File: src/hdl/rv_pkg.sv
package rv_pkg;

    //////////////////////////////
    // widths and sizes
    //////////////////////////////
    localparam int XLEN       = 32;
    localparam int REG_ADDR_W = 5;
    localparam int DMEM_WORDS = 64;
    // word index bits of the data array
    localparam int DMEM_AW    = 6;

    // major opcodes of the supported subset
    localparam logic [6:0] OPC_OP     = 7'b0110011;
    localparam logic [6:0] OPC_OP_IMM = 7'b0010011;
    localparam logic [6:0] OPC_LOAD   = 7'b0000011;
    localparam logic [6:0] OPC_STORE  = 7'b0100011;
    localparam logic [6:0] OPC_BRANCH = 7'b1100011;
    localparam logic [6:0] OPC_JAL    = 7'b1101111;

    // funct3 codes
    localparam logic [2:0] F3_BEQ  = 3'b000;
    localparam logic [2:0] F3_BNE  = 3'b001;
    localparam logic [2:0] F3_WORD = 3'b010;
    localparam logic [2:0] F3_ADD  = 3'b000;
    localparam logic [2:0] F3_SLT  = 3'b010;
    localparam logic [2:0] F3_XOR  = 3'b100;
    localparam logic [2:0] F3_OR   = 3'b110;
    localparam logic [2:0] F3_AND  = 3'b111;

    // addi x0, x0, 0
    localparam logic [31:0] NOP_INSTR = 32'h0000_0013;

    typedef logic [XLEN-1:0]       word_t;
    typedef logic [REG_ADDR_W-1:0] reg_idx_t;

    //////////////////////////////
    // instruction formats
    //////////////////////////////
    typedef struct packed {
        logic [6:0] funct7;
        reg_idx_t   rs2;
        reg_idx_t   rs1;
        logic [2:0] funct3;
        reg_idx_t   rd;
        logic [6:0] opcode;
    } r_fmt_t;

    typedef struct packed {
        logic [11:0] imm;
        reg_idx_t    rs1;
        logic [2:0]  funct3;
        reg_idx_t    rd;
        logic [6:0]  opcode;
    } i_fmt_t;

    typedef struct packed {
        logic [6:0] imm_hi;
        reg_idx_t   rs2;
        reg_idx_t   rs1;
        logic [2:0] funct3;
        logic [4:0] imm_lo;
        logic [6:0] opcode;
    } s_fmt_t;

    typedef struct packed {
        logic       imm12;
        logic [5:0] imm10_5;
        reg_idx_t   rs2;
        reg_idx_t   rs1;
        logic [2:0] funct3;
        logic [3:0] imm4_1;
        logic       imm11;
        logic [6:0] opcode;
    } b_fmt_t;

    typedef struct packed {
        logic       imm20;
        logic [9:0] imm10_1;
        logic       imm11;
        logic [7:0] imm19_12;
        reg_idx_t   rd;
        logic [6:0] opcode;
    } j_fmt_t;

    // one instruction word, several views
    typedef union packed {
        r_fmt_t r_fmt;
        i_fmt_t i_fmt;
        s_fmt_t s_fmt;
        b_fmt_t b_fmt;
        j_fmt_t j_fmt;
    } instr_u;

    //////////////////////////////
    // control and stage registers
    //////////////////////////////
    typedef enum logic [2:0] {
        ALU_ADD, ALU_SUB, ALU_AND, ALU_OR, ALU_XOR, ALU_SLT
    } alu_op_e;

    typedef enum logic [1:0] {
        WB_ALU, WB_LOAD, WB_RET
    } wb_sel_e;

    typedef struct packed {
        alu_op_e alu_op;
        logic    use_imm;
        logic    reg_we;
        logic    mem_re;
        logic    mem_we;
        logic    is_branch;
        logic    br_ne;
        logic    is_jal;
        wb_sel_e wb_sel;
    } ctrl_t;

    typedef enum logic [1:0] {
        FWD_REG, FWD_EX_MEM, FWD_MEM_WB
    } fwd_sel_e;

    typedef struct packed {
        word_t  pc;
        instr_u instr;
        logic   pred_taken;
    } if_id_t;

    typedef struct packed {
        word_t  pc;
        instr_u instr;
        word_t  rs1_data;
        word_t  rs2_data;
        word_t  imm;
        ctrl_t  ctrl;
        logic   pred_taken;
    } id_ex_t;

    typedef struct packed {
        instr_u instr;
        word_t  alu_out;
        word_t  store_data;
        word_t  ret_addr;
        ctrl_t  ctrl;
    } ex_mem_t;

    typedef struct packed {
        word_t    pc;
        reg_idx_t rd;
        word_t    alu_out;
        word_t    load_data;
        word_t    ret_addr;
        ctrl_t    ctrl;
    } mem_wb_t;

    typedef struct packed {
        logic     valid;
        word_t    pc;
        reg_idx_t rd;
        word_t    data;
    } retire_t;

    // bubble contents of the front stages
    localparam if_id_t IF_ID_NOP = {{XLEN{1'b0}}, NOP_INSTR, 1'b0};
    localparam id_ex_t ID_EX_NOP =
        {{XLEN{1'b0}}, NOP_INSTR, {(3 * XLEN + $bits(ctrl_t) + 1){1'b0}}};
    localparam ex_mem_t EX_MEM_NOP = {NOP_INSTR, {(3 * XLEN + $bits(ctrl_t)){1'b0}}};

endpackage

File: src/hdl/rv_alu.sv
`timescale 1ns/1ps

module rv_alu import rv_pkg::*; (
    input  alu_op_e i_op,
    input  word_t   i_a,
    input  word_t   i_b,
    output word_t   o_result,
    output logic    o_equal
);

    logic lt_signed;

    assign lt_signed = $signed(i_a) < $signed(i_b);

    always_comb
    begin
        case (i_op)
            ALU_ADD: o_result = i_a + i_b;
            ALU_SUB: o_result = i_a - i_b;
            ALU_AND: o_result = i_a & i_b;
            ALU_OR:  o_result = i_a | i_b;
            ALU_XOR: o_result = i_a ^ i_b;
            // set-less-than result in bit 0
            ALU_SLT: o_result = {{(XLEN-1){1'b0}}, lt_signed};
            default: o_result = '0;
        endcase
    end

    // beq / bne condition
    assign o_equal = (i_a == i_b);

endmodule

File: config.mk
export PLATFORM = sky130hd
export DESIGN_NAME = rv_alu
export DESIGN_NICKNAME = d
export VERILOG_FILES = /design/src/hdl/rv_pkg.sv /design/src/hdl/rv_alu.sv
export SDC_FILE = /design/constraint.sdc
export NUM_CORES = 1
export LEC_CHECK = 0
export ABC_AREA = 1
export BUFFER_PORTS_ARGS = -buffer_cell sky130_fd_sc_hd__buf_4
export CAP_MARGIN = 20
export CORE_MARGIN = 2
export CORE_UTILIZATION = 45
export DETAILED_ROUTE_END_ITERATION = 7
export MAX_ROUTING_LAYER = met4
export PLACE_DENSITY = 0.62
export SKIP_LAST_GASP = 1
export SLEW_MARGIN = 15
export SYNTH_ARGS = -nofsm -noshare
export SYNTH_HDL_FRONTEND = slang
export SYNTH_SLANG_ARGS = --single-unit
File: constraint.sdc
create_clock -name vclk -period 4.2
set_input_delay 0.21 -clock vclk [all_inputs]
set_output_delay 0.21 -clock vclk [all_outputs]
set_load 0.02 [all_outputs]
# [After elaboration in Yosys (flattened, before gate mapping)]
# Cells that the tools add are included.
[classes] shift=0 div=0 n_mul=0 add_sub_neg=2 n_bitwise=3 n_reduce_logical=1 n_eq_ne=6 n_lt_le_gt_ge=1 mux=1
[op_table] operator="$pmux W32 S6" count=1
[op_table] operator="$add A32 B32 Y32" count=1
[op_table] operator="$and A32 B32 Y32" count=1
[op_table] operator="$eq A32 B32 Y1" count=1
[op_table] operator="$lt A32 B32 Y1" count=1
[op_table] operator="$or A32 B32 Y32" count=1
[op_table] operator="$sub A32 B32 Y32" count=1
[op_table] operator="$xor A32 B32 Y32" count=1
[op_table] operator="$eq A3 B2 Y1 const B" count=2
[op_table] operator="$eq A3 B3 Y1 const B" count=2
[op_table] operator="$eq A3 B1 Y1 const B" count=1
[op_table] operator="$logic_not A3 Y1" count=1
[totals] rom_bits=0 register_bits=0 n_memories=0 output_inout_bits=33 ramBits=0 in_bits=67 latch_bits=0

# [Logic depth before layout (Yosys ltp)]
[logic_depth] word_depth=2 ltp_mapped=17 mapped_depth_nobuf=16

# [Worst setup path after synthesis]
# No wires, ideal clock.
[synth_path] path_kind="in2out" from="input i_a[0]" to="output o_result[22]" path_stages=13 arrival_time_ps=1714 path_buffers=0 slack_ps=2276 cell_sequence="ha_1 -> fa_1 -> nand3_1 -> nand3_1 -> nand2_1 -> nand2_1 -> nand2_1 -> nand2_1 -> nand2_1 -> nand2_1 -> nand2_1 -> nand3_1 -> nand3_1"
[synth_via] elab_chain_len=2 word_cells_on_any_way=3 cone_classes="add/sub: 2; mux: 1"
[synth_lines] item="start: declaration" line="rv_alu.sv:5" source="input word_t i_a,"
[synth_lines] item="$sub A32 B32 Y32 or $add A32 B32 Y32 (tied branches)" line="rv_alu.sv:19, rv_alu.sv:18"
[synth_lines] item="$pmux W32 S6 (*)" line="rv_alu.sv:17" source="case (i_op)"
[synth_lines] item="end: declaration" line="rv_alu.sv:7" source="output word_t o_result,"
# Every way passes the cells marked *; elsewhere a longest branch is shown, timed or not.

# [Final worst setup path]
[layout_path] from="input i_a[26]" to="output o_result[31]"
# The elaborated chain is that of the path after synthesis.

==> results by group <==
Global route
  – Antenna violations before repair: 0
  – Tot GR Track Use: 31.8%
  – Number of global-route vias before repair: 7007
  – Total global routing overflow: 0
  – First-pass GRT wire length: 36200 µm
  – Largest net degree at the start of global routing: 26

Timing
  – Worst Max-Slew Pin Slew: 659 ps
  – Final slew viol count: 0
  – Fin crit period: 2530 ps
  – Worst hold margin: 864 ps
  – Final setup viols: 0
  – Final period util: 60.3%
  – Setup TNS: 0 ps
  – Fmax: 395 MHz
  – RSZ-0062 raised after global routing: no
  – Final hold vios: 0
  – Rel. slew slack: 55.9%

Cells and area
  – Storage element area: 0 µm²
  – Layout cells sized above 1: 9.56%
  – Layout Cells excl Fill: 1519
  – Seq Cell Count: 0
  – Area grow syn2layout: 12.0%
  – Clkbuf count: 0
  – Antenna Cells: 0
  – # fillers: 1621
  – Final instance area: 7170 µm²
  – NumNets Final: 1511

Routing
  – DRT Wirelength: 23900 µm
  – Vias: 7912
  – DRC Markers: 0
  – WL/cell: 15.7 µm
  – Vias per std cell: 5.21
  – Drt first-iter violations: 764
  – First-pass DRT Iterations: 6
  – DRT antenna net count: 0

Setup path
  – Worst setup SP type: input port
  – WS Path Type: in2out
  – CP Capture Type: primary output
  – CP Max Fanout: 8
  – CP arrival: 2320 ps
  – Crit path required time: 3990 ps

Synthesis
  – Post-synth cell types: 37
  – Syn Area/Cell: 5.04 µm²
  – Count leader, synth: nand2_1
  – Top cells by count, synth: nand2_1 (419), inv_1 (290), nand3_1 (113)
  – Post-synth net total: 1440
  – Post-synth top area share: 24.6%
  – Sequential area share after synthesis: 0%
  – Post-synthesis cell count: 1270
  – Synth warnings: 0
  – Post-Synthesis Cell Area: 6400 µm²
  – Cell taking the most area after synthesis: nand2_1
  – Synth area leaders: nand2_1 (25%), ha_1 (20%), inv_1 (17%)

Clock network
  – PostCTS Resize Cnt: 0
  – Post-CTS setup buffer count: 0
  – CTS Hold Bufs: 0

Die
  – Full die area: 15200 µm²
  – Die Height: 123 µm
  – Initial Util: 46.1%
  – Row cnt: 43
  – Core area: 13900 µm²
  – Num ports: 100
  – Die width: 123 µm

Placed design
  – Placed wire-length estimate: 20100 µm
  – Area after DPL: 7170 µm²
  – GP Congestion: 1.00
  – PortBufs: 100
  – Placed cell count: 1519

Job
  – Max Cap Viol: 0

Pwr
  – Total power: 0.000974 W
  – Peak supply drop: 0.0696 mV
  – Pwr per Cell Area: 136 nW/µm²
  – Leak pwr: 4.52 nW

Hold path
  – Hold Crit Class: in2out

Outcome
  – Status: complete, no violations
[worst paths after layout]
kind              slack, ps           end     from  depth (start not counted)
hold / removal          860   o_result[0]  i_op[1]                          5
setup / recovery       1670  o_result[31]  i_a[26]                         12
[cells by family (layout without fill, tap and decap cells)]
family,after synthesis,after routing,share of synthesized area [%]
AOI/OAI and AO/OA,146,146,12.8
buffers and inverters,332,401,21.2
xor gates and xnor gates,9,9,1.23
and+or+nand+nor,680,680,44.4
adders and majority gates,103,103,20.4
[worst max-delay path, cell delays in order]
cell,delay [ps]
buf_4,90
inv_1,40
ha_1,480
a21oi_1,350
nand2_1,120
nand2_1,70
nand2_1,50
a21oi_1,430
nand3_1,130
nand3_1,110
nand3_1,80
buf_4,160
[power by group]
part	switching [W]	internal [W]
sequential	0	0
combinational	0.000651	0.000322
clock	0	0
[final cells by class]
cell class / count / area [µm²] / share of cell area, %
multi-input cells: 938 / 5040 / 70.4
inverters: 296 / 1110 / 15.5
repair buffers: 105 / 788 / 11.0
well taps: 180 / 225 / 3.14
[layer usage]
layer / vias up / track usage (%) / part of all wire, %
li1: 4032 / - / -
met1: 3523 / 45.7 / 47
met2: 331 / 48.8 / 43
met3: 26 / 2.86 / 8.9
met4: 0 / 5.47 / 1.7
met5: - / - / 0
[through the flow]
stage          util, %  worst slack, ps
3_5_place_dp      51.6             1700
2_1_floorplan        -             2280
4_1_cts           51.6             1690
3_3_place_gp      51.6             1700
6_report          51.6             1670
5_1_grt           51.6             1460
[layout by cell type, fill, tap and decap left out, drive strengths merged]
cell	instances
and3	3
a21oi	74
or2	1
o22ai	28
nor2	110
and2	2
o211ai	3
a211oi	1
xor2	9
o21ai	27
nand2	420
clkinv	1
fa	2
o221ai	4
nor4	2
nand3	114
a221oi	3
o21bai	5
a22oi	1
nand4	10
inv	295
buf	105
ha	101
nor3	18
(Power assumes the default switching activity.)
