$ cat config.mk
export PLATFORM = sky130hd
export DESIGN_NAME = rv_data_mem
export DESIGN_NICKNAME = d
export VERILOG_FILES = /design/src/hdl/rv_pkg.sv /design/src/hdl/rv_data_mem.sv
export SDC_FILE = /design/constraint.sdc
export NUM_CORES = 2
export LEC_CHECK = 0
export BUFFER_PORTS_ARGS = -buffer_cell sky130_fd_sc_hd__buf_4
export CAP_MARGIN = 20
export CORE_ASPECT_RATIO = 0.5
export CORE_UTILIZATION = 40
export DETAILED_ROUTE_END_ITERATION = 12
export PLACE_DENSITY = 0.59
export RECOVER_POWER = 100
export SLEW_MARGIN = 20
export SYNTH_ARGS = -nofsm -noshare
export SYNTH_HDL_FRONTEND = slang
export SYNTH_SLANG_ARGS = --single-unit
$ cat constraint.sdc
create_clock -name clk -period 7.4 [get_ports clk]
set_input_delay 0.37 -clock clk [delete_from_list [all_inputs] [get_ports clk]]
set_output_delay 0.37 -clock clk [all_outputs]
set_load 0.03 [all_outputs]
$ cat src/hdl/rv_pkg.sv
package rv_pkg;

    //////////////////////////////
    // widths and sizes
    //////////////////////////////
    localparam int XLEN       = 32;
    localparam int REG_ADDR_W = 5;
    localparam int DMEM_WORDS = 64;
    // word index bits of the data array
    localparam int DMEM_AW    = 6;

    // major opcodes of the supported subset
    localparam logic [6:0] OPC_OP     = 7'b0110011;
    localparam logic [6:0] OPC_OP_IMM = 7'b0010011;
    localparam logic [6:0] OPC_LOAD   = 7'b0000011;
    localparam logic [6:0] OPC_STORE  = 7'b0100011;
    localparam logic [6:0] OPC_BRANCH = 7'b1100011;
    localparam logic [6:0] OPC_JAL    = 7'b1101111;

    // funct3 codes
    localparam logic [2:0] F3_BEQ  = 3'b000;
    localparam logic [2:0] F3_BNE  = 3'b001;
    localparam logic [2:0] F3_WORD = 3'b010;
    localparam logic [2:0] F3_ADD  = 3'b000;
    localparam logic [2:0] F3_SLT  = 3'b010;
    localparam logic [2:0] F3_XOR  = 3'b100;
    localparam logic [2:0] F3_OR   = 3'b110;
    localparam logic [2:0] F3_AND  = 3'b111;

    // addi x0, x0, 0
    localparam logic [31:0] NOP_INSTR = 32'h0000_0013;

    typedef logic [XLEN-1:0]       word_t;
    typedef logic [REG_ADDR_W-1:0] reg_idx_t;

    //////////////////////////////
    // instruction formats
    //////////////////////////////
    typedef struct packed {
        logic [6:0] funct7;
        reg_idx_t   rs2;
        reg_idx_t   rs1;
        logic [2:0] funct3;
        reg_idx_t   rd;
        logic [6:0] opcode;
    } r_fmt_t;

    typedef struct packed {
        logic [11:0] imm;
        reg_idx_t    rs1;
        logic [2:0]  funct3;
        reg_idx_t    rd;
        logic [6:0]  opcode;
    } i_fmt_t;

    typedef struct packed {
        logic [6:0] imm_hi;
        reg_idx_t   rs2;
        reg_idx_t   rs1;
        logic [2:0] funct3;
        logic [4:0] imm_lo;
        logic [6:0] opcode;
    } s_fmt_t;

    typedef struct packed {
        logic       imm12;
        logic [5:0] imm10_5;
        reg_idx_t   rs2;
        reg_idx_t   rs1;
        logic [2:0] funct3;
        logic [3:0] imm4_1;
        logic       imm11;
        logic [6:0] opcode;
    } b_fmt_t;

    typedef struct packed {
        logic       imm20;
        logic [9:0] imm10_1;
        logic       imm11;
        logic [7:0] imm19_12;
        reg_idx_t   rd;
        logic [6:0] opcode;
    } j_fmt_t;

    // one instruction word, several views
    typedef union packed {
        r_fmt_t r_fmt;
        i_fmt_t i_fmt;
        s_fmt_t s_fmt;
        b_fmt_t b_fmt;
        j_fmt_t j_fmt;
    } instr_u;

    //////////////////////////////
    // control and stage registers
    //////////////////////////////
    typedef enum logic [2:0] {
        ALU_ADD, ALU_SUB, ALU_AND, ALU_OR, ALU_XOR, ALU_SLT
    } alu_op_e;

    typedef enum logic [1:0] {
        WB_ALU, WB_LOAD, WB_RET
    } wb_sel_e;

    typedef struct packed {
        alu_op_e alu_op;
        logic    use_imm;
        logic    reg_we;
        logic    mem_re;
        logic    mem_we;
        logic    is_branch;
        logic    br_ne;
        logic    is_jal;
        wb_sel_e wb_sel;
    } ctrl_t;

    typedef enum logic [1:0] {
        FWD_REG, FWD_EX_MEM, FWD_MEM_WB
    } fwd_sel_e;

    typedef struct packed {
        word_t  pc;
        instr_u instr;
        logic   pred_taken;
    } if_id_t;

    typedef struct packed {
        word_t  pc;
        instr_u instr;
        word_t  rs1_data;
        word_t  rs2_data;
        word_t  imm;
        ctrl_t  ctrl;
        logic   pred_taken;
    } id_ex_t;

    typedef struct packed {
        instr_u instr;
        word_t  alu_out;
        word_t  store_data;
        word_t  ret_addr;
        ctrl_t  ctrl;
    } ex_mem_t;

    typedef struct packed {
        word_t    pc;
        reg_idx_t rd;
        word_t    alu_out;
        word_t    load_data;
        word_t    ret_addr;
        ctrl_t    ctrl;
    } mem_wb_t;

    typedef struct packed {
        logic     valid;
        word_t    pc;
        reg_idx_t rd;
        word_t    data;
    } retire_t;

    // bubble contents of the front stages
    localparam if_id_t IF_ID_NOP = {{XLEN{1'b0}}, NOP_INSTR, 1'b0};
    localparam id_ex_t ID_EX_NOP =
        {{XLEN{1'b0}}, NOP_INSTR, {(3 * XLEN + $bits(ctrl_t) + 1){1'b0}}};
    localparam ex_mem_t EX_MEM_NOP = {NOP_INSTR, {(3 * XLEN + $bits(ctrl_t)){1'b0}}};

endpackage

$ cat src/hdl/rv_data_mem.sv
`timescale 1ns/1ps

module rv_data_mem import rv_pkg::*; (
    input  logic  clk,
    input  logic  i_we,
    input  word_t i_addr,
    input  word_t i_wdata,
    output word_t o_rdata
);

    word_t                mem [DMEM_WORDS];
    logic [DMEM_AW-1:0]   word_idx;

    // byte address to word index, upper bits wrap
    assign word_idx = i_addr[DMEM_AW+1:2];

    always_ff @(posedge clk)
    begin
        if (i_we)
            mem[word_idx] <= i_wdata;
    end

    // read is combinational, same cycle as the address
    assign o_rdata = mem[word_idx];

    // sw only, so every store is word aligned
    a_store_aligned : assert property (@(posedge clk) i_we |-> i_addr[1:0] == 2'b00);

endmodule

=== Word-level counts from Yosys, hierarchy flattened ===
Memory sizes are Yosys's and may differ from the RTL's.
Index checks and enable logic that the tools add are counted.

* Muxes and demuxes: 2

{| class="wikitable"
|+ Operators by type and width
! operator !! number
|-
| two-way mux 1 bit || 2
|}

* Flip-flop bits (word level): 0
* Input port bits: 66
* Memories: 1
* Memory bits (writable): 2048
* Logic and storage cells: 3
* Output and inout bits: 32

{| class="wikitable"
|+ Memories
! memory !! depth !! width !! rd ports !! clocked after memory_dff !! wr ports !! line !! text
|-
| mem || 64 || 32 || 1 || 0 || 1 || rv_data_mem.sv:11 || <nowiki>word_t mem [DMEM_WORDS];</nowiki>
|}

=== Depth between registers and ports, before layout ===
* Word-level depth: 2
* Gate-level depth with buffers: 13
* Mapped depth without buffers: 6

=== Least setup slack after synthesis ===
Ideal clock, no wire load.

* Path kind: in2reg
* From: input port i_addr[4]
* To: memory mem[15][0] (netlist name) (enable)
* Data arrival time: 3.188 ns
* Stages: 8
* Path buffers: 6
* Setup slack: 3.791 ns
* Cell sequence: buf_2 buf_2 buf_2 buf_2 buf_2 buf_2 nand3_1 nor2_1

{| class="wikitable"
|+ RTL lines
! item !! line !! text
|-
| from (decl) || rv_data_mem.sv:6 || <nowiki>input word_t i_addr,</nowiki>
|-
| to (decl) || rv_data_mem.sv:11 ||
|}

No word-level cell before the write port.

=== Worst setup path after layout ===
* From: input port i_addr[3]
* To: memory mem[30][14] (netlist name) (enable)

No word-level cell before the write port.

==> results <==
- The maximum net fanout on the critical path is between 60 and 70.
- The final number of hold-violating endpoints came to 0.
- At the end of routability-driven placement, the weighted congestion stood at 0.805.
- The die boundary width is 628 um.
- In this run the tightest slew margin relative to its limit is -1.16.
- The predominant post-synthesis flop cell is sky130_fd_sc_hd__edfxtp_1.
- In this run the remaining antenna-violating nets after routing total 0.
- The CTS tree is done.
- The area of the die is 198000 um^2.
- The count of clock tree sinks is 2048.
- The via count of the first global-routing pass is between 40k and 50k.
- The library cell used most frequently in the layout, excluding fill and tap cells, is sky130_fd_sc_hd__edfxtp_1.
- Counting flops with a built-in enable in the synthesized netlist gives 2048.
- Setup slack closes at around 1.3 ns.
- At the end of the flow the core is filled with cells to 0.451.
- The required time reported for the critical path endpoint is ~8 ns.
- The worst path needs 6.11 ns of the cycle, external delays included.
- The final reports fail on capacitance limit, slew limit.
- The critical path in this run is classified as input pin to flop.
- The placed cell count is 6707.
- The relative contribution of combinational cells to total power is 0.054.
- The root cell of the clock tree is sky130_fd_sc_hd__clkbuf_16.
- The library cells used most frequently in the layout, excluding fill and tap cells, are sky130_fd_sc_hd__edfxtp_1, sky130_fd_sc_hd__mux2i_1, sky130_fd_sc_hd__clkbuf_16.
- The number of nets in the synthesized netlist is ~4.3k.
- The initial standard-cell utilization of the core is 0.404.
- Clock-pin slew was measured on the worst setup and hold paths at 0.06 ns.
- The number of H-tree branching levels is 4.
- The switching share of power is 0.219.
- The multi-input combinational cell area is approximately 16000 um^2.
- The area inside the core boundary is between 150000 and 200000 um^2.
- The cell count after synthesis is 4207.
- The power share of the clock group is 0.392.
- Setup violations remaining at the end of the flow were counted as 0.
- The final layout net count is 4350.
- The count of boundary I/O pins is between 90 and 100.
- The kind of end point of the critical path is a flop.
- The area growth from synthesis to layout is 11.6%.
- The number of rows created at floorplan is 114.
- The global-route wire length before repair is ~300000 um.
- The net switching power of the design is 5.09 mW.
- The number of standard cells in the final layout excluding fillers is 7043.
- Of the synthesized area, sequential elements account for 0.786.
- The largest registers in the layout are mem (2048).
- The upper clock frequency limit is 0.164 GHz.
- Of the cells placed in the final design, the portion with a size suffix greater than 1 is 0.142.
- The die height is 315 um.
- Internal power comes to 18.2 mW.
- In the routed design, unresolved DRC markers number 0.
- The clock passes through at most 3 buffers.
- The number of max-capacitance violations reported is 99.
- Buffers added to address setup during post-CTS repair amount to 0.
- Of the available clock period, the critical path in the final layout requires 0.826.
- In this run the most critical hold path is launched from i_addr[5].
- The worst hold path was traced through 4 stages.
- The type of the most critical hold path is input pin to flop.
- The data arrival time of the critical path is 6.52 ns.
- The share of total power dissipated in sequential elements is 0.554.
- The final layout contains routed wiring with a total length of 215000 um.
- The total power of the final layout is 23.3 mW.
- The total non-filler cell area in the finished layout is 87400 um^2.
- The number of instances resized during post-cts repair is 0.
- Summed over all cells, the static leakage comes to roughly 27 nW.
- The total overflow left after global routing is 0.
- The max-slew violation total from the final report came to 3675.
- Entering global routing, the biggest net connects 117 pins.
- The register with the most flip-flops in the layout has 2048 of them.
- Dividing the detail-routed wire length by the instance count gives between 30 and 40 um.
- The worst setup path is launched from an input pin.
- Summing all placed instances gives a cell area of 82300 um^2.
- The warning count from the yosys run is 0.
- The cell area after synthesis is 78300 um^2.
- Setup repair after global routing left no endpoint under its margin.
- The routed via count divided by cell count is 5.98.
- By area the synthesized netlist is led by sky130_fd_sc_hd__edfxtp_1, sky130_fd_sc_hd__mux2i_1, sky130_fd_sc_hd__mux4_2.
- The worst hold slack is 0.731 ns.
- The placement-stage worst setup slack is 2.65 ns.
- The detailed router finished its first iteration with 5309 violations.
- The initial antenna violation count is 5.
- Synthesis inferred 2048 register bits.
- Summed over all failing endpoints, the final setup total negative slack is 0 ns.
- The async set-or-reset flop fraction in the synthesized netlist is 0.
- Of the post-synthesis cell area, the dominant cell type holds 0.786.
- The number of input and output port buffers inserted is 71.
- The register bank with the most flops is mem.
- Counting the fill cells in the layout gives about 16k.
- The power density relative to cell area is 266 nW/um^2.
- Of all cell types, the one taking the most synthesized area is sky130_fd_sc_hd__edfxtp_1.
- For the pin with the worst max-slew slack, the measured transition is 3.25 ns.
- The number of hold-repair buffers added at the cts stage is 0.
- The number of optimization iterations in the first detailed-route pass is 6.
- The number of clock buffers added by TritonCTS is 184.
- Across the VDD grid, the largest voltage drop is 0.168 mV.
- Synthesis instantiated 55 different standard cells from the library.
- The placed wire-length estimate after detailed placement is 115000 um.
- The final route contains roughly 42k vias.
- The worst min-delay path endpoint is mem[28][3].
- The average size of a mapped cell is 18.6 um^2.
- The flow ran to the end, but the final reports show violations.
- In the global route stage, overall resource usage came out at 0.215.
- The register area is 61500 um^2.
[cells by family after synthesis]
kind of cell / after synthesis / synth area share
simple gates: 424 / 0.0283
buf+inv: 300 / 0.0170
compound gates: 933 / 0.0873
flops: 2048 / 0.786
mux: 502 / 0.0819
[cells in the mapped netlist (all sizes together), types with 3 or more instances]
cell     number
a31oi        43
a2111oi      15
buf         129
o22a         70
a22oi       188
nand2        28
clkbuf      169
nor2b         8
mux2        147
mux2i       259
or4          15
nor4         14
a21oi       121
or3           4
and3         85
nor3         22
nand3        54
nand2b       18
o21ai        85
a221oi      175
o22ai        93
nand4         3
a222oi       16
a221o        15
edfxtp     2048
o221ai        6
or4b         14
mux4         96
and2          5
o2bb2ai      15
a22o         66
a211oi       17
nor2        145
[how the worst max path moves through the flow]
stage / from / to / slack, ns
after floorplan: i_addr[4] / mem[15][0] / 3.79
after global placement: i_addr[3] / o_rdata[20] / 2.68
after detailed placement: i_addr[3] / o_rdata[6] / 2.65
after CTS: i_addr[3] / o_rdata[6] / 2.64
after global routing: i_addr[2] / mem[29][10] / 1.34
final: i_addr[3] / mem[30][14] / 1.29
[cell type report]
type,instances,area share
multi-input combinational,1859,0.181
clock buffer,229,0.0561
antenna,3,0.0000859
clock inverter,103,0.00816
timing repair buffer,189,0.0133
sequential,2048,0.704
inverter,2,0.000172
tap,2610,0.0374
[metal layers]
layer / global-route usage / vias up / part of all wire
met4: 0.0725 / 0 / 0.032
li1: - / 17676 / -
met2: 0.349 / 1866 / 0.48
met5: 0 / - / 0
met1: 0.299 / 22251 / 0.41
met3: 0.0313 / 336 / 0.076
[worst max-delay path, stage by stage]
cell,delay [ns]
sky130_fd_sc_hd__buf_8,0.44
sky130_fd_sc_hd__nor2b_1,0.63
sky130_fd_sc_hd__clkbuf_1,1.24
sky130_fd_sc_hd__nand3_1,0.86
sky130_fd_sc_hd__nor2_1,1.27
sky130_fd_sc_hd__clkbuf_1,1.51
[power by group through the flow]
stage                     Combinational [mW]  Clock, mW  Sequential (mW)
after floorplan                        0.685          0             13.1
after global placement                  1.27          0             13.1
after detailed placement                1.30          0             13.1
after CTS                               1.30       9.24             12.9
after global routing                    1.32       9.66             12.9
final                                   1.26       9.13             12.9
No activity file was read; power rests on OpenSTA's default activity.
