`src/hdl/rv_pkg.sv`:
```
package rv_pkg;

    //////////////////////////////
    // widths and sizes
    //////////////////////////////
    localparam int XLEN       = 32;
    localparam int REG_ADDR_W = 5;
    localparam int DMEM_WORDS = 64;
    // word index bits of the data array
    localparam int DMEM_AW    = 6;

    // major opcodes of the supported subset
    localparam logic [6:0] OPC_OP     = 7'b0110011;
    localparam logic [6:0] OPC_OP_IMM = 7'b0010011;
    localparam logic [6:0] OPC_LOAD   = 7'b0000011;
    localparam logic [6:0] OPC_STORE  = 7'b0100011;
    localparam logic [6:0] OPC_BRANCH = 7'b1100011;
    localparam logic [6:0] OPC_JAL    = 7'b1101111;

    // funct3 codes
    localparam logic [2:0] F3_BEQ  = 3'b000;
    localparam logic [2:0] F3_BNE  = 3'b001;
    localparam logic [2:0] F3_WORD = 3'b010;
    localparam logic [2:0] F3_ADD  = 3'b000;
    localparam logic [2:0] F3_SLT  = 3'b010;
    localparam logic [2:0] F3_XOR  = 3'b100;
    localparam logic [2:0] F3_OR   = 3'b110;
    localparam logic [2:0] F3_AND  = 3'b111;

    // addi x0, x0, 0
    localparam logic [31:0] NOP_INSTR = 32'h0000_0013;

    typedef logic [XLEN-1:0]       word_t;
    typedef logic [REG_ADDR_W-1:0] reg_idx_t;

    //////////////////////////////
    // instruction formats
    //////////////////////////////
    typedef struct packed {
        logic [6:0] funct7;
        reg_idx_t   rs2;
        reg_idx_t   rs1;
        logic [2:0] funct3;
        reg_idx_t   rd;
        logic [6:0] opcode;
    } r_fmt_t;

    typedef struct packed {
        logic [11:0] imm;
        reg_idx_t    rs1;
        logic [2:0]  funct3;
        reg_idx_t    rd;
        logic [6:0]  opcode;
    } i_fmt_t;

    typedef struct packed {
        logic [6:0] imm_hi;
        reg_idx_t   rs2;
        reg_idx_t   rs1;
        logic [2:0] funct3;
        logic [4:0] imm_lo;
        logic [6:0] opcode;
    } s_fmt_t;

    typedef struct packed {
        logic       imm12;
        logic [5:0] imm10_5;
        reg_idx_t   rs2;
        reg_idx_t   rs1;
        logic [2:0] funct3;
        logic [3:0] imm4_1;
        logic       imm11;
        logic [6:0] opcode;
    } b_fmt_t;

    typedef struct packed {
        logic       imm20;
        logic [9:0] imm10_1;
        logic       imm11;
        logic [7:0] imm19_12;
        reg_idx_t   rd;
        logic [6:0] opcode;
    } j_fmt_t;

    // one instruction word, several views
    typedef union packed {
        r_fmt_t r_fmt;
        i_fmt_t i_fmt;
        s_fmt_t s_fmt;
        b_fmt_t b_fmt;
        j_fmt_t j_fmt;
    } instr_u;

    //////////////////////////////
    // control and stage registers
    //////////////////////////////
    typedef enum logic [2:0] {
        ALU_ADD, ALU_SUB, ALU_AND, ALU_OR, ALU_XOR, ALU_SLT
    } alu_op_e;

    typedef enum logic [1:0] {
        WB_ALU, WB_LOAD, WB_RET
    } wb_sel_e;

    typedef struct packed {
        alu_op_e alu_op;
        logic    use_imm;
        logic    reg_we;
        logic    mem_re;
        logic    mem_we;
        logic    is_branch;
        logic    br_ne;
        logic    is_jal;
        wb_sel_e wb_sel;
    } ctrl_t;

    typedef enum logic [1:0] {
        FWD_REG, FWD_EX_MEM, FWD_MEM_WB
    } fwd_sel_e;

    typedef struct packed {
        word_t  pc;
        instr_u instr;
        logic   pred_taken;
    } if_id_t;

    typedef struct packed {
        word_t  pc;
        instr_u instr;
        word_t  rs1_data;
        word_t  rs2_data;
        word_t  imm;
        ctrl_t  ctrl;
        logic   pred_taken;
    } id_ex_t;

    typedef struct packed {
        instr_u instr;
        word_t  alu_out;
        word_t  store_data;
        word_t  ret_addr;
        ctrl_t  ctrl;
    } ex_mem_t;

    typedef struct packed {
        word_t    pc;
        reg_idx_t rd;
        word_t    alu_out;
        word_t    load_data;
        word_t    ret_addr;
        ctrl_t    ctrl;
    } mem_wb_t;

    typedef struct packed {
        logic     valid;
        word_t    pc;
        reg_idx_t rd;
        word_t    data;
    } retire_t;

    // bubble contents of the front stages
    localparam if_id_t IF_ID_NOP = {{XLEN{1'b0}}, NOP_INSTR, 1'b0};
    localparam id_ex_t ID_EX_NOP =
        {{XLEN{1'b0}}, NOP_INSTR, {(3 * XLEN + $bits(ctrl_t) + 1){1'b0}}};
    localparam ex_mem_t EX_MEM_NOP = {NOP_INSTR, {(3 * XLEN + $bits(ctrl_t)){1'b0}}};

endpackage

```
`src/hdl/rv_hazard_unit.sv`:
```
`timescale 1ns/1ps

module rv_hazard_unit import rv_pkg::*; (
    input  reg_idx_t i_ex_rs1,
    input  reg_idx_t i_ex_rs2,
    input  reg_idx_t i_mem_rd,
    input  logic     i_mem_we,
    input  reg_idx_t i_wb_rd,
    input  logic     i_wb_we,
    input  reg_idx_t i_id_rs1,
    input  reg_idx_t i_id_rs2,
    input  reg_idx_t i_ex_rd,
    input  logic     i_ex_mem_re,
    output fwd_sel_e o_fwd_a,
    output fwd_sel_e o_fwd_b,
    output logic     o_stall
);

    // youngest producer first and x0 never forwarded
    function automatic fwd_sel_e pick_src(reg_idx_t rs, reg_idx_t mem_rd, logic mem_we,
                                          reg_idx_t wb_rd, logic wb_we);
        if (mem_we && (mem_rd != '0) && (mem_rd == rs))
            return FWD_EX_MEM;
        else if (wb_we && (wb_rd != '0) && (wb_rd == rs))
            return FWD_MEM_WB;
        else
            return FWD_REG;
    endfunction

    //////////////////////////////
    // forwarding select
    //////////////////////////////
    assign o_fwd_a = pick_src(i_ex_rs1, i_mem_rd, i_mem_we, i_wb_rd, i_wb_we);
    assign o_fwd_b = pick_src(i_ex_rs2, i_mem_rd, i_mem_we, i_wb_rd, i_wb_we);

    //////////////////////////////
    // load-use detect
    //////////////////////////////
    always_comb
    begin
        // load data only exists after the memory stage
        o_stall = i_ex_mem_re && (i_ex_rd != '0) &&
                  ((i_ex_rd == i_id_rs1) || (i_ex_rd == i_id_rs2));
    end

endmodule

```
`config.mk`:
```
export PLATFORM = sky130hd
export DESIGN_NAME = rv_hazard_unit
export DESIGN_NICKNAME = d
export VERILOG_FILES = /design/src/hdl/rv_pkg.sv /design/src/hdl/rv_hazard_unit.sv
export SDC_FILE = /design/constraint.sdc
export NUM_CORES = 1
export LEC_CHECK = 0
export BUFFER_PORTS_ARGS = -buffer_cell sky130_fd_sc_hd__buf_2
export CAP_MARGIN = 20
export CORE_AREA = 4 4 41 43
export DETAILED_ROUTE_END_ITERATION = 10
export DIE_AREA = 0 0 45 47
export GPL_TIMING_DRIVEN = 0
export PLACE_DENSITY = 0.68
export RECOVER_POWER = 25
export SYNTH_ARGS = -nofsm -noshare
export SYNTH_HDL_FRONTEND = slang
export SYNTH_SLANG_ARGS = --single-unit
```
`constraint.sdc`:
```
create_clock -name vclk -period 1.7
set_input_delay 0.34 -clock vclk [all_inputs]
set_output_delay 0.34 -clock vclk [all_outputs]
set_load 0.03 [all_outputs]
```
## Word-level counts from Yosys, hierarchy flattened

Index checks and enable logic that the tools add are counted.

| word-level totals | value |
|---|---|
| register bits | 0 |
| input port bits | 38 |
| output and inout port bits | 5 |
| word-level logic and storage cells | 22 |

| cells by class | value |
|---|---|
| eq/ne operators | 6 |
| multiplexer cells | 4 |
| reduce and logical (&&, ||, !) cells | 12 |

Operators with widths:

| cell | number |
|---|---|
| == test 5 bit | 6 |
| nonzero test 5 bit | 3 |
| logical AND 1 bit | 8 |
| 2-to-1 mux 2 bit | 4 |
| logical OR 1 bit | 1 |

## Longest topological paths before layout

| logic depth | value |
|---|---|
| depth after elaboration | 5 |
| gate-level depth with buffers | 4 |
| mapped depth without buffers | 4 |

## Worst setup path after synthesis

OpenSTA, ideal clock, no wires.

| timing path | value |
|---|---|
| path kind | input -> output |
| start | input i_mem_rd[4] |
| end | output o_fwd_a[1] |
| arrival time | 1.925 ns |
| required time | 1.360 ns |
| slack | -0.565 ns |
| stages on the path | 4 |
| buffers on the path | 0 |
| cell sequence | or4_1 o21ai_2 nor4_1 nor4_2 |

| between the ends | value |
|---|---|
| longest elaborated chain between the ends | 4 |
| elaborated cells on any way between the ends | 5 |
| classes of those cells | eq/ne (1); mux (1); reduce/logical (3) |

RTL lines:

| what | line | source |
|---|---|---|
| start, declared | rv_hazard_unit.sv:6 | `input reg_idx_t i_mem_rd,` |
| nonzero test 5 bit | rv_hazard_unit.sv:22 | `if (mem_we && (mem_rd != '0) && (mem_rd == rs))` |
| logical AND 1 bit | rv_hazard_unit.sv:22 |  |
| logical AND 1 bit (*) | rv_hazard_unit.sv:22 |  |
| 2-to-1 mux 2 bit (*) | rv_hazard_unit.sv:22 |  |
| end, declared | rv_hazard_unit.sv:14 | `output fwd_sel_e o_fwd_a,` |

Every way passes the cells marked *; elsewhere a longest branch is shown, timed or not.

## Worst setup path in the final report

| timing path | value |
|---|---|
| start | input i_ex_rs1[3] |
| end | output o_fwd_a[1] |

| between the ends | value |
|---|---|
| longest elaborated chain between the ends | 4 |
| elaborated cells on any way between the ends | 6 |
| classes of those cells | eq/ne (2); mux (2); reduce/logical (2) |

RTL lines:

| what | line | source |
|---|---|---|
| start, declared | rv_hazard_unit.sv:4 | `input reg_idx_t i_ex_rs1,` |
| == test 5 bit | rv_hazard_unit.sv:24 | `else if (wb_we && (wb_rd != '0) && (wb_rd == rs))` |
| logical AND 1 bit | rv_hazard_unit.sv:24 |  |
| 2-to-1 mux 2 bit | rv_hazard_unit.sv:24 |  |
| 2-to-1 mux 2 bit (*) | rv_hazard_unit.sv:22 |  |

Marks and branches as above.

==> impl_metrics.ini <==
[place]
port_buffers = 43
hpwl_um = 1139
gp_congestion = 0.8691

[detailed_routing]
wl_per_cell_um = 12.54
via_count = 501
detail_route.vias_per_cell = 4.639
drt_iter0_drc = 2
drt-pass1-iter-count = 3
ant_nets = 0
routed_wl_um = 1354
drc = 0

[final_layout]
layout-drive-gt1-share = 0.5806
design.seq.count = 0
final_core_util = 0.5808
nets = 133
num_antenna_cells = 0
regArea_sq_um = 0
nClkBuffers = 0
syn_to_final_growth_pct = 92.97

[worst_hold_path]
min_to = o_stall
worstHoldPathCells = 4
worstHoldStart = i_ex_mem_re
hold_class = input port to output pin

[floorplanning]
start_util = 0.3010
rows = 13
core_sq_mm = 0.001301
dieArea_sq_mm = 0.002115
dieWidth_um = 45
fp.dieH_um = 47
pin_count = 43

[yosys]
synth_area_leaders = xor2_1 (45%), xnor2_1 (22%), or4_1 (9.6%), nor4_2 (6.4%), nand3_1 (5.1%)
yosysMostFrequentCell = xor2_1
yosysWarnings = 0
syn_area_per_cell_sq_um = 7.992
ys_top_cells_by_count = xor2_1 (20), xnor2_1 (10), or4_1 (5), nand3_1 (4)
netlist_instances = 49
ys_seq_area_frac = 0
netlist_area_sq_um = 391.6
synth.top_cell.area_share = 0.4473
synth.distinct_cells = 11
synthesis.nets = 87
yosysTopAreaCell = xor2_1

[status]
status = complete, but fails checks
violations = negative setup slack

[sta]
tightest_slew_ns = 0.3538
finalCriticalPeriod_ns = 1.954
hold_slack_ns = 1.029
rsz0062_at_grt = true
clock.fmax_ghz = 0.5118
hold_viol = 0
maxSlewViolCount = 0
setup_viol = 4
worst_slack_ns = -0.2541
maxSlewHeadroom = 0.7624
period_share = 1.149

[worst_setup_path]
cp.required_ns = 1.36
critPathKind = input port to output pin
crit_fanout = 2
arrival_ns = 1.61
startpoint_type = input port
cp-end-kind = output pin

[grt]
antenna_found_initial = 0
grt_pass1_vias = 515
grt_pass1_wl_um = 2021
met1_usage = 0.1461
grt_use_total = 0.1243
grtUsageMet3 = 0
busiest_layer = met2
grt-ovfl-total = 0
met2_usage = 0.2627
grt_max_degree = 4

[cts]
hold_buffers = 0

[pwr]
cellPowerDensity_mw_per_mm2 = 237.3
swShare = 0.4920
p_switching_uw = 88.23
intPower_uw = 91.10
seq_power_share = 0
combPwrFrac = 1.000
irDropWorstVdd_mv = 0.1010
p_leak_nw = 0.3277
p_clk_frac = 0

[job]
max_cap_viol_count = 0
-- worst max path at each step --
stage | start | end | slack, ns | cells after the start
2_1_floorplan | i_mem_rd[1] | o_fwd_a[1] | -0.19 | 4
3_3_place_gp | i_wb_rd[1] | o_fwd_b[1] | -0.33 | 6
3_5_place_dp | i_wb_rd[1] | o_fwd_a[1] | -0.33 | 6
4_1_cts | i_ex_rs1[4] | o_fwd_a[1] | -0.26 | 5
5_1_grt | i_wb_rd[2] | o_fwd_b[1] | -0.32 | 6
6_report | i_ex_rs1[3] | o_fwd_a[1] | -0.25 | 5
-- power by group through the flow --
| stage | sequential, mW | clock, mW | combinational [mW] |
|---|---|---|---|
| 2_1_floorplan | 0 | 0 | 0.0811 |
| 3_3_place_gp | 0 | 0 | 0.155 |
| 3_5_place_dp | 0 | 0 | 0.157 |
| 4_1_cts | 0 | 0 | 0.170 |
| 5_1_grt | 0 | 0 | 0.196 |
| 6_report | 0 | 0 | 0.179 |
-- layout make-up --
type / instances / area, sq um
well taps: 15 / 18.77
repair buffers: 44 / 271.5
multi-input cells: 49 / 465.4
fillers: 130 / 545.5
-- cell usage in the layout (no fill, tap or decap) --
cell,n
nand3_1,4
xnor2_1,10
o21ai_1,2
buf_4,4
nor4_4,4
or4_1,1
or4_4,4
buf_6,5
buf_2,34
buf_8,1
xor2_1,20
o21ai_4,1
nor3_1,2
a21oi_2,1
-- layer usage --
| layer | share of wire | up-vias |
|---|---|---|
| li1 | - | 267 |
| met1 | 0.36 | 219 |
| met2 | 0.59 | 15 |
| met3 | 0.052 | 0 |
| met4 | 0 | 0 |
| met5 | 0 | - |
-- through the flow --
stage,total power [mW],setup WS [ns],cells,cell area (sq um),TNS [ns]
finish,0.1793,-0.2541,108,755.7,-0.6181
global route,0.1960,-0.3164,108,755.7,-0.8010
floorplan,0.08113,-0.1864,49,429.2,-0.3728
global placement,0.1554,-0.3334,107,663.1,-0.8431
detailed placement,0.1569,-0.3310,107,663.1,-0.8521
CTS,0.1702,-0.2589,108,716.9,-0.6230
-- logic make-up (layout without fill, tap and decap cells) --
kind of cell	Yosys count	after routing	share of synthesized area
AND/OR/NAND/NOR	15	15	0.2684
buffers and inverters	0	44	0
XOR/XNOR	30	30	0.6709
AO/OA/AOI/OAI	4	4	0.06067
-- critical path: stages --
cell and delay, ns:
buf_4 0.12, xor2_1 0.15, or4_4 0.54, nor4_4 0.29, buf_6 0.17
-- what timing repair did --
| item | in CTS | in global routing |
|---|---|---|
| buffers inserted | 1 | 0 |
| pin swaps | 2 | 3 |
| endpoints found under the setup margin | 4 | 5 |
| resized for setup | 12 | 13 |
No activity file was read; power rests on OpenSTA's default activity.
