--- src/hdl/rv_pkg.sv ---
package rv_pkg;

    //////////////////////////////
    // widths and sizes
    //////////////////////////////
    localparam int XLEN       = 32;
    localparam int REG_ADDR_W = 5;
    localparam int DMEM_WORDS = 64;
    // word index bits of the data array
    localparam int DMEM_AW    = 6;

    // major opcodes of the supported subset
    localparam logic [6:0] OPC_OP     = 7'b0110011;
    localparam logic [6:0] OPC_OP_IMM = 7'b0010011;
    localparam logic [6:0] OPC_LOAD   = 7'b0000011;
    localparam logic [6:0] OPC_STORE  = 7'b0100011;
    localparam logic [6:0] OPC_BRANCH = 7'b1100011;
    localparam logic [6:0] OPC_JAL    = 7'b1101111;

    // funct3 codes
    localparam logic [2:0] F3_BEQ  = 3'b000;
    localparam logic [2:0] F3_BNE  = 3'b001;
    localparam logic [2:0] F3_WORD = 3'b010;
    localparam logic [2:0] F3_ADD  = 3'b000;
    localparam logic [2:0] F3_SLT  = 3'b010;
    localparam logic [2:0] F3_XOR  = 3'b100;
    localparam logic [2:0] F3_OR   = 3'b110;
    localparam logic [2:0] F3_AND  = 3'b111;

    // addi x0, x0, 0
    localparam logic [31:0] NOP_INSTR = 32'h0000_0013;

    typedef logic [XLEN-1:0]       word_t;
    typedef logic [REG_ADDR_W-1:0] reg_idx_t;

    //////////////////////////////
    // instruction formats
    //////////////////////////////
    typedef struct packed {
        logic [6:0] funct7;
        reg_idx_t   rs2;
        reg_idx_t   rs1;
        logic [2:0] funct3;
        reg_idx_t   rd;
        logic [6:0] opcode;
    } r_fmt_t;

    typedef struct packed {
        logic [11:0] imm;
        reg_idx_t    rs1;
        logic [2:0]  funct3;
        reg_idx_t    rd;
        logic [6:0]  opcode;
    } i_fmt_t;

    typedef struct packed {
        logic [6:0] imm_hi;
        reg_idx_t   rs2;
        reg_idx_t   rs1;
        logic [2:0] funct3;
        logic [4:0] imm_lo;
        logic [6:0] opcode;
    } s_fmt_t;

    typedef struct packed {
        logic       imm12;
        logic [5:0] imm10_5;
        reg_idx_t   rs2;
        reg_idx_t   rs1;
        logic [2:0] funct3;
        logic [3:0] imm4_1;
        logic       imm11;
        logic [6:0] opcode;
    } b_fmt_t;

    typedef struct packed {
        logic       imm20;
        logic [9:0] imm10_1;
        logic       imm11;
        logic [7:0] imm19_12;
        reg_idx_t   rd;
        logic [6:0] opcode;
    } j_fmt_t;

    // one instruction word, several views
    typedef union packed {
        r_fmt_t r_fmt;
        i_fmt_t i_fmt;
        s_fmt_t s_fmt;
        b_fmt_t b_fmt;
        j_fmt_t j_fmt;
    } instr_u;

    //////////////////////////////
    // control and stage registers
    //////////////////////////////
    typedef enum logic [2:0] {
        ALU_ADD, ALU_SUB, ALU_AND, ALU_OR, ALU_XOR, ALU_SLT
    } alu_op_e;

    typedef enum logic [1:0] {
        WB_ALU, WB_LOAD, WB_RET
    } wb_sel_e;

    typedef struct packed {
        alu_op_e alu_op;
        logic    use_imm;
        logic    reg_we;
        logic    mem_re;
        logic    mem_we;
        logic    is_branch;
        logic    br_ne;
        logic    is_jal;
        wb_sel_e wb_sel;
    } ctrl_t;

    typedef enum logic [1:0] {
        FWD_REG, FWD_EX_MEM, FWD_MEM_WB
    } fwd_sel_e;

    typedef struct packed {
        word_t  pc;
        instr_u instr;
        logic   pred_taken;
    } if_id_t;

    typedef struct packed {
        word_t  pc;
        instr_u instr;
        word_t  rs1_data;
        word_t  rs2_data;
        word_t  imm;
        ctrl_t  ctrl;
        logic   pred_taken;
    } id_ex_t;

    typedef struct packed {
        instr_u instr;
        word_t  alu_out;
        word_t  store_data;
        word_t  ret_addr;
        ctrl_t  ctrl;
    } ex_mem_t;

    typedef struct packed {
        word_t    pc;
        reg_idx_t rd;
        word_t    alu_out;
        word_t    load_data;
        word_t    ret_addr;
        ctrl_t    ctrl;
    } mem_wb_t;

    typedef struct packed {
        logic     valid;
        word_t    pc;
        reg_idx_t rd;
        word_t    data;
    } retire_t;

    // bubble contents of the front stages
    localparam if_id_t IF_ID_NOP = {{XLEN{1'b0}}, NOP_INSTR, 1'b0};
    localparam id_ex_t ID_EX_NOP =
        {{XLEN{1'b0}}, NOP_INSTR, {(3 * XLEN + $bits(ctrl_t) + 1){1'b0}}};
    localparam ex_mem_t EX_MEM_NOP = {NOP_INSTR, {(3 * XLEN + $bits(ctrl_t)){1'b0}}};

endpackage

--- src/hdl/rv_decode.sv ---
`timescale 1ns/1ps

module rv_decode import rv_pkg::*; (
    input  instr_u i_instr,
    output ctrl_t  o_ctrl,
    output word_t  o_imm
);

    logic [6:0] opcode;
    logic [2:0] funct3;

    assign opcode = i_instr.r_fmt.opcode;
    assign funct3 = i_instr.r_fmt.funct3;

    always_comb
    begin
        // anything unknown falls through as a nop
        o_ctrl = '0;
        o_imm  = '0;
        case (opcode)
            OPC_OP:
            begin
                o_ctrl.reg_we = 1'b1;
                case (funct3)
                    F3_ADD:  o_ctrl.alu_op = i_instr.r_fmt.funct7[5] ? ALU_SUB : ALU_ADD;
                    F3_AND:  o_ctrl.alu_op = ALU_AND;
                    F3_OR:   o_ctrl.alu_op = ALU_OR;
                    F3_XOR:  o_ctrl.alu_op = ALU_XOR;
                    F3_SLT:  o_ctrl.alu_op = ALU_SLT;
                    default: o_ctrl.reg_we = 1'b0;
                endcase
            end
            OPC_OP_IMM:
            begin
                // addi only
                if (funct3 == F3_ADD)
                begin
                    o_ctrl.use_imm = 1'b1;
                    o_ctrl.reg_we  = 1'b1;
                end
                o_imm = {{20{i_instr.i_fmt.imm[11]}}, i_instr.i_fmt.imm};
            end
            OPC_LOAD:
            begin
                if (funct3 == F3_WORD)
                begin
                    o_ctrl.use_imm = 1'b1;
                    o_ctrl.reg_we  = 1'b1;
                    o_ctrl.mem_re  = 1'b1;
                    o_ctrl.wb_sel  = WB_LOAD;
                end
                o_imm = {{20{i_instr.i_fmt.imm[11]}}, i_instr.i_fmt.imm};
            end
            OPC_STORE:
            begin
                if (funct3 == F3_WORD)
                begin
                    o_ctrl.use_imm = 1'b1;
                    o_ctrl.mem_we  = 1'b1;
                end
                o_imm = {{20{i_instr.s_fmt.imm_hi[6]}}, i_instr.s_fmt.imm_hi,
                         i_instr.s_fmt.imm_lo};
            end
            OPC_BRANCH:
            begin
                // alu only supplies the equality flag here
                o_ctrl.is_branch = (funct3 == F3_BEQ) || (funct3 == F3_BNE);
                o_ctrl.br_ne     = (funct3 == F3_BNE);
                o_ctrl.alu_op    = ALU_SUB;
                o_imm = {{19{i_instr.b_fmt.imm12}}, i_instr.b_fmt.imm12, i_instr.b_fmt.imm11,
                         i_instr.b_fmt.imm10_5, i_instr.b_fmt.imm4_1, 1'b0};
            end
            OPC_JAL:
            begin
                o_ctrl.reg_we = 1'b1;
                o_ctrl.is_jal = 1'b1;
                o_ctrl.wb_sel = WB_RET;
                o_imm = {{11{i_instr.j_fmt.imm20}}, i_instr.j_fmt.imm20,
                         i_instr.j_fmt.imm19_12, i_instr.j_fmt.imm11,
                         i_instr.j_fmt.imm10_1, 1'b0};
            end
            default:
            begin
                o_ctrl = '0;
            end
        endcase
    end

endmodule

--- config.mk ---
export PLATFORM = sky130hd
export DESIGN_NAME = rv_decode
export DESIGN_NICKNAME = d
export VERILOG_FILES = /design/src/hdl/rv_pkg.sv /design/src/hdl/rv_decode.sv
export SDC_FILE = /design/constraint.sdc
export NUM_CORES = 1
export LEC_CHECK = 0
export ABC_CLOCK_PERIOD_IN_PS = 3180
export BUFFER_PORTS_ARGS = -buffer_cell sky130_fd_sc_hd__buf_2
export CORE_ASPECT_RATIO = 1.1
export CORE_MARGIN = 3
export CORE_UTILIZATION = 36
export DETAILED_ROUTE_END_ITERATION = 16
export PLACE_DENSITY = 0.9
export SLEW_MARGIN = 20
export SYNTH_ARGS = -nofsm -noshare
export SYNTH_HDL_FRONTEND = slang
export SYNTH_SLANG_ARGS = --single-unit
--- constraint.sdc ---
create_clock -name vclk -period 3.18
set_clock_uncertainty 0.15 [all_clocks]
set_input_delay 0.477 -clock vclk [all_inputs]
set_output_delay 0.477 -clock vclk [all_outputs]
set_load 0.03 [all_outputs]
# --- Yosys cells after proc, flatten, opt, wreduce, memory -nomap -nowiden ---
# Index checks and enable logic that the tools add are counted.
classes:
  n_eq_ne: 11
  n_mux: 16
  n_reduce_logical: 4
op_table:
  columns: ["op", "n"]
  rows:
  - ["$pmux 32 s4", 1]
  - ["$pmux 3 s5", 1]
  - ["$eq 7x6->1 const B", 2]
  - ["$eq 7x7->1 const B", 2]
  - ["$eq 3x3->1 const B", 3]
  - ["$eq 7x2->1 const B", 1]
  - ["$eq 7x5->1 const B", 1]
  - ["$mux 1", 7]
  - ["$pmux 3 s2", 1]
  - ["$reduce_or 5->1", 1]
  - ["$mux 2", 2]
  - ["$pmux 1 s4", 1]
  - ["$pmux 2 s2", 1]
  - ["$eq 3x1->1 const B", 1]
  - ["$eq 3x2->1 const B", 1]
  - ["$logic_not 3->1", 1]
  - ["$mux 3", 1]
  - ["$pmux 1 s3", 1]
  - ["$reduce_or 2->1", 1]
  - ["$logic_or 1x1->1", 1]
totals:
  reg_bits: 0
  in_bits: 32
  output_inout_bits: 44
  word_cells: 31

# --- Logic depth before layout (Yosys ltp) ---
depth:
  ltp_word: 4
  ltp_mapped: 5
  ltp_nobuf: 3

# --- Least setup slack after synthesis ---
# No wires, ideal clock.
synth_path:
  kind: "input port to output port"
  start: "input i_instr[5] (netlist bit)"
  end: "output o_imm[21]"
  t_arrival_ns: 2.622
  required_time_ns: 2.553
  path_slack_ns: -0.069
  path_stages: 5
  path_buffers: 2
  path_cell_list: "buf_2 -> nor2b_1 -> a32oi_1 -> nor3_1 -> buf_4"
synth_via:
  elab_chain_cells: 3
  word_cells_on_any_way: 7
  cone_classes: "5 x eq/ne; 1 x mux; 1 x reduce/logical"
synth_rtl:
  columns: ["element", "line", "rtl"]
  rows:
  - ["start, declared", "rv_decode.sv:4", "input instr_u i_instr,"]
  - ["$eq 7x2->1 / $eq 7x5->1 (equally long branches)", "rv_decode.sv:20", "case (opcode)"]
  - ["$reduce_or 2->1 (no source line)", null, null]
  - ["$pmux 32 s4 *", "rv_decode.sv:20", null]
  - ["end, declared", "rv_decode.sv:6", "output word_t o_imm"]
# Every way passes the cells marked *; elsewhere a longest branch is shown, timed or not.

# --- Worst setup path in the final report ---
layout_path:
  start: "input i_instr[6] (netlist bit)"
  end: "output o_imm[11]"
# Same word-level chain as after synthesis.

==> flow_summary.ini <==
[run_status]
outcome = completed

[drt]
routedLengthMet1_um = 790
drc = 0
vias = 859
wl_per_cell_um = 12.5
top_layer_used = met3
dr_wl_met2_um = 941
drt_iter0_markers = 5
via_per_inst = 5.37
wl_um = 2000
drt-pass1-iter-count = 4
final_antenna_net_count = 0
wl_met3_um = 266

[yosys]
synth.avg_cell_area_um2 = 7.00
syn_nets = 116
synth_most_common_cell = buf_4
synth.distinct_cells = 30
ys_seq_area_frac = 0
yosys_warnings = 0
syn_area_um2 = 588
synth_area_leaders = buf_4 (14%), a21o_1 (10%), a32o_1 (8.5%)
yosys-top-cells-count = buf_4 (11), a21o_1 (8), nor2_1 (6), nor3_1 (6), nor3b_1 (6)
synthCells = 84
synth_top_area_frac = 0.140
synth_area_leader_cell = buf_4

[floorplanning]
placementRows = 14
die_h_um = 48.4
core_area_um2 = 1450
die_width_um = 44.5
start_util = 0.404
die_area_um2 = 2160
pin_count = 76

[pwr]
peakVddDrop_uv = 43.7
power_frac_clock = 0
power.net_switching_w = 0.0000457
switching_share = 0.591
p_comb_frac = 1.000
leakagePower_nw = 0.574
power_frac_seq = 0
p_int_w = 0.0000317
power.density_nw_per_um2 = 87.4

[global_route]
overflow = 0
grt_pass1_vias = 701
grt_first_pass_wirelength_um = 3010
grt.total_usage = 0.166
antenna_found_initial = 0
grt_max_degree = 14

[sta]
hold_viol_final = 0
min_period_ns = 2.52
setup_tns_ns = 0
finalSetupViolCount = 0
worst_pin_slew_ns = 0.686
min_period_over_period = 0.791
rsz0062_at_grt = no
worst_hold_slack_ns = 1.15
slew_headroom = 0.542
timing.fmax_mhz = 397
slew_viol_final = 0

[worst_setup_path]
worstPathArrival_ns = 1.89
path_cells = buf_2, and3_1, nor2b_1, a32o_1, buf_2
max_stage_delay_ns = 0.58
cp.required_ns = 2.55
path_class = in -> out
crit_top_cell = buf_2
critPathSlowestCell = nor2b_1
crit_cells = 5
worstSetupEndpointType = output port
cp_max_fo = 13
cp-start-kind = input pin
cp-startpoint = i_instr[6]
crit_end = o_imm[11]
critical_path.top_delay_family = simple AND/OR/NAND/NOR gates
critPathBufInv = 2

[finish]
fin_nets = 178
drive_gt1_frac = 0.563
clock_buffers = 0
diodes = 0
fillers = 131
multi_input_comb_area_um2 = 482
nFlopsAndLatches = 0
synthToLayoutAreaGrowth_pct = 50.6
ff_latch_area_um2 = 0

[clock_network]
cts_resized = 0
cts-hold-fix-buffers = 0
postCtsSetupBuffers = 0

[place]
routabilityCongestion = 0.842
dp_hpwl_um = 1730
port_buffers = 76

[hold_path]
hp-class = in -> out

[run]
cap_violations = 0
[per-layer routing]
layer,up-vias,global-route usage
met5,-,0
met4,0,0.0101
met3,0,0.00741
met2,55,0.297
met1,374,0.222
li1,430,-
[power groups by stage]
| stage | sequential, W | combinational (W) | clock, W |
|---|---|---|---|
| global route | 0 | 0.0000846 | 0 |
| floorplan | 0 | 0.0000457 | 0 |
| CTS | 0 | 0.0000776 | 0 |
| global placement | 0 | 0.0000751 | 0 |
| finish | 0 | 0.0000774 | 0 |
| detailed placement | 0 | 0.0000774 | 0 |
[worst min-delay path, stage by stage]
cell,delay [ns]
buf_2,0.08
a21o_1,0.09
buf_2,0.18
[metrics by stage]
step	cells	power, W	util	cell area [um^2]	setup slack (ns)
floorplan	84	0.0000457	-	593	0.468
global placement	160	0.0000751	0.609	886	0.681
detailed placement	160	0.0000774	0.609	886	0.647
CTS	160	0.0000776	0.609	886	0.646
global route	160	0.0000846	0.609	886	0.448
finish	160	0.0000774	0.609	886	0.664
[cell type report]
| cell class | instances | share of cell area |
|---|---|---|
| inverter | 1 | 0.00424 |
| multi-input combinational | 67 | 0.544 |
| tap | 16 | 0.0226 |
| timing repair buffer | 76 | 0.429 |
[cell families after synthesis]
family | count (synthesis) | share of synthesized area
simple gates | 44 | 0.496
buf+inv | 17 | 0.189
compound gates | 21 | 0.285
xor+xnor | 2 | 0.0298
[worst min-delay path by stage]
| stage | startpoint | to | slack, ns | cells after the start |
|---|---|---|---|---|
| CTS | i_instr[15] | o_imm[15] | 1.15 | 3 |
| finish | i_instr[15] | o_imm[15] | 1.15 | 3 |
| global route | i_instr[17] | o_imm[17] | 1.17 | 3 |
| detailed placement | i_instr[15] | o_imm[15] | 1.15 | 3 |
| global placement | i_instr[15] | o_imm[15] | 1.15 | 3 |
| floorplan | i_instr[12] | o_ctrl[11] | 0.93 | 1 |
[cell usage in the layout (no fill, tap or decap), drive strengths merged, types with 5 or more instances in the layout]
master	instances
a32o	5
nand2	5
nor3	7
a21o	8
buf	76
nor3b	6
nor2b	5
nor2	6
No activity file was read; power rests on OpenSTA's default activity.
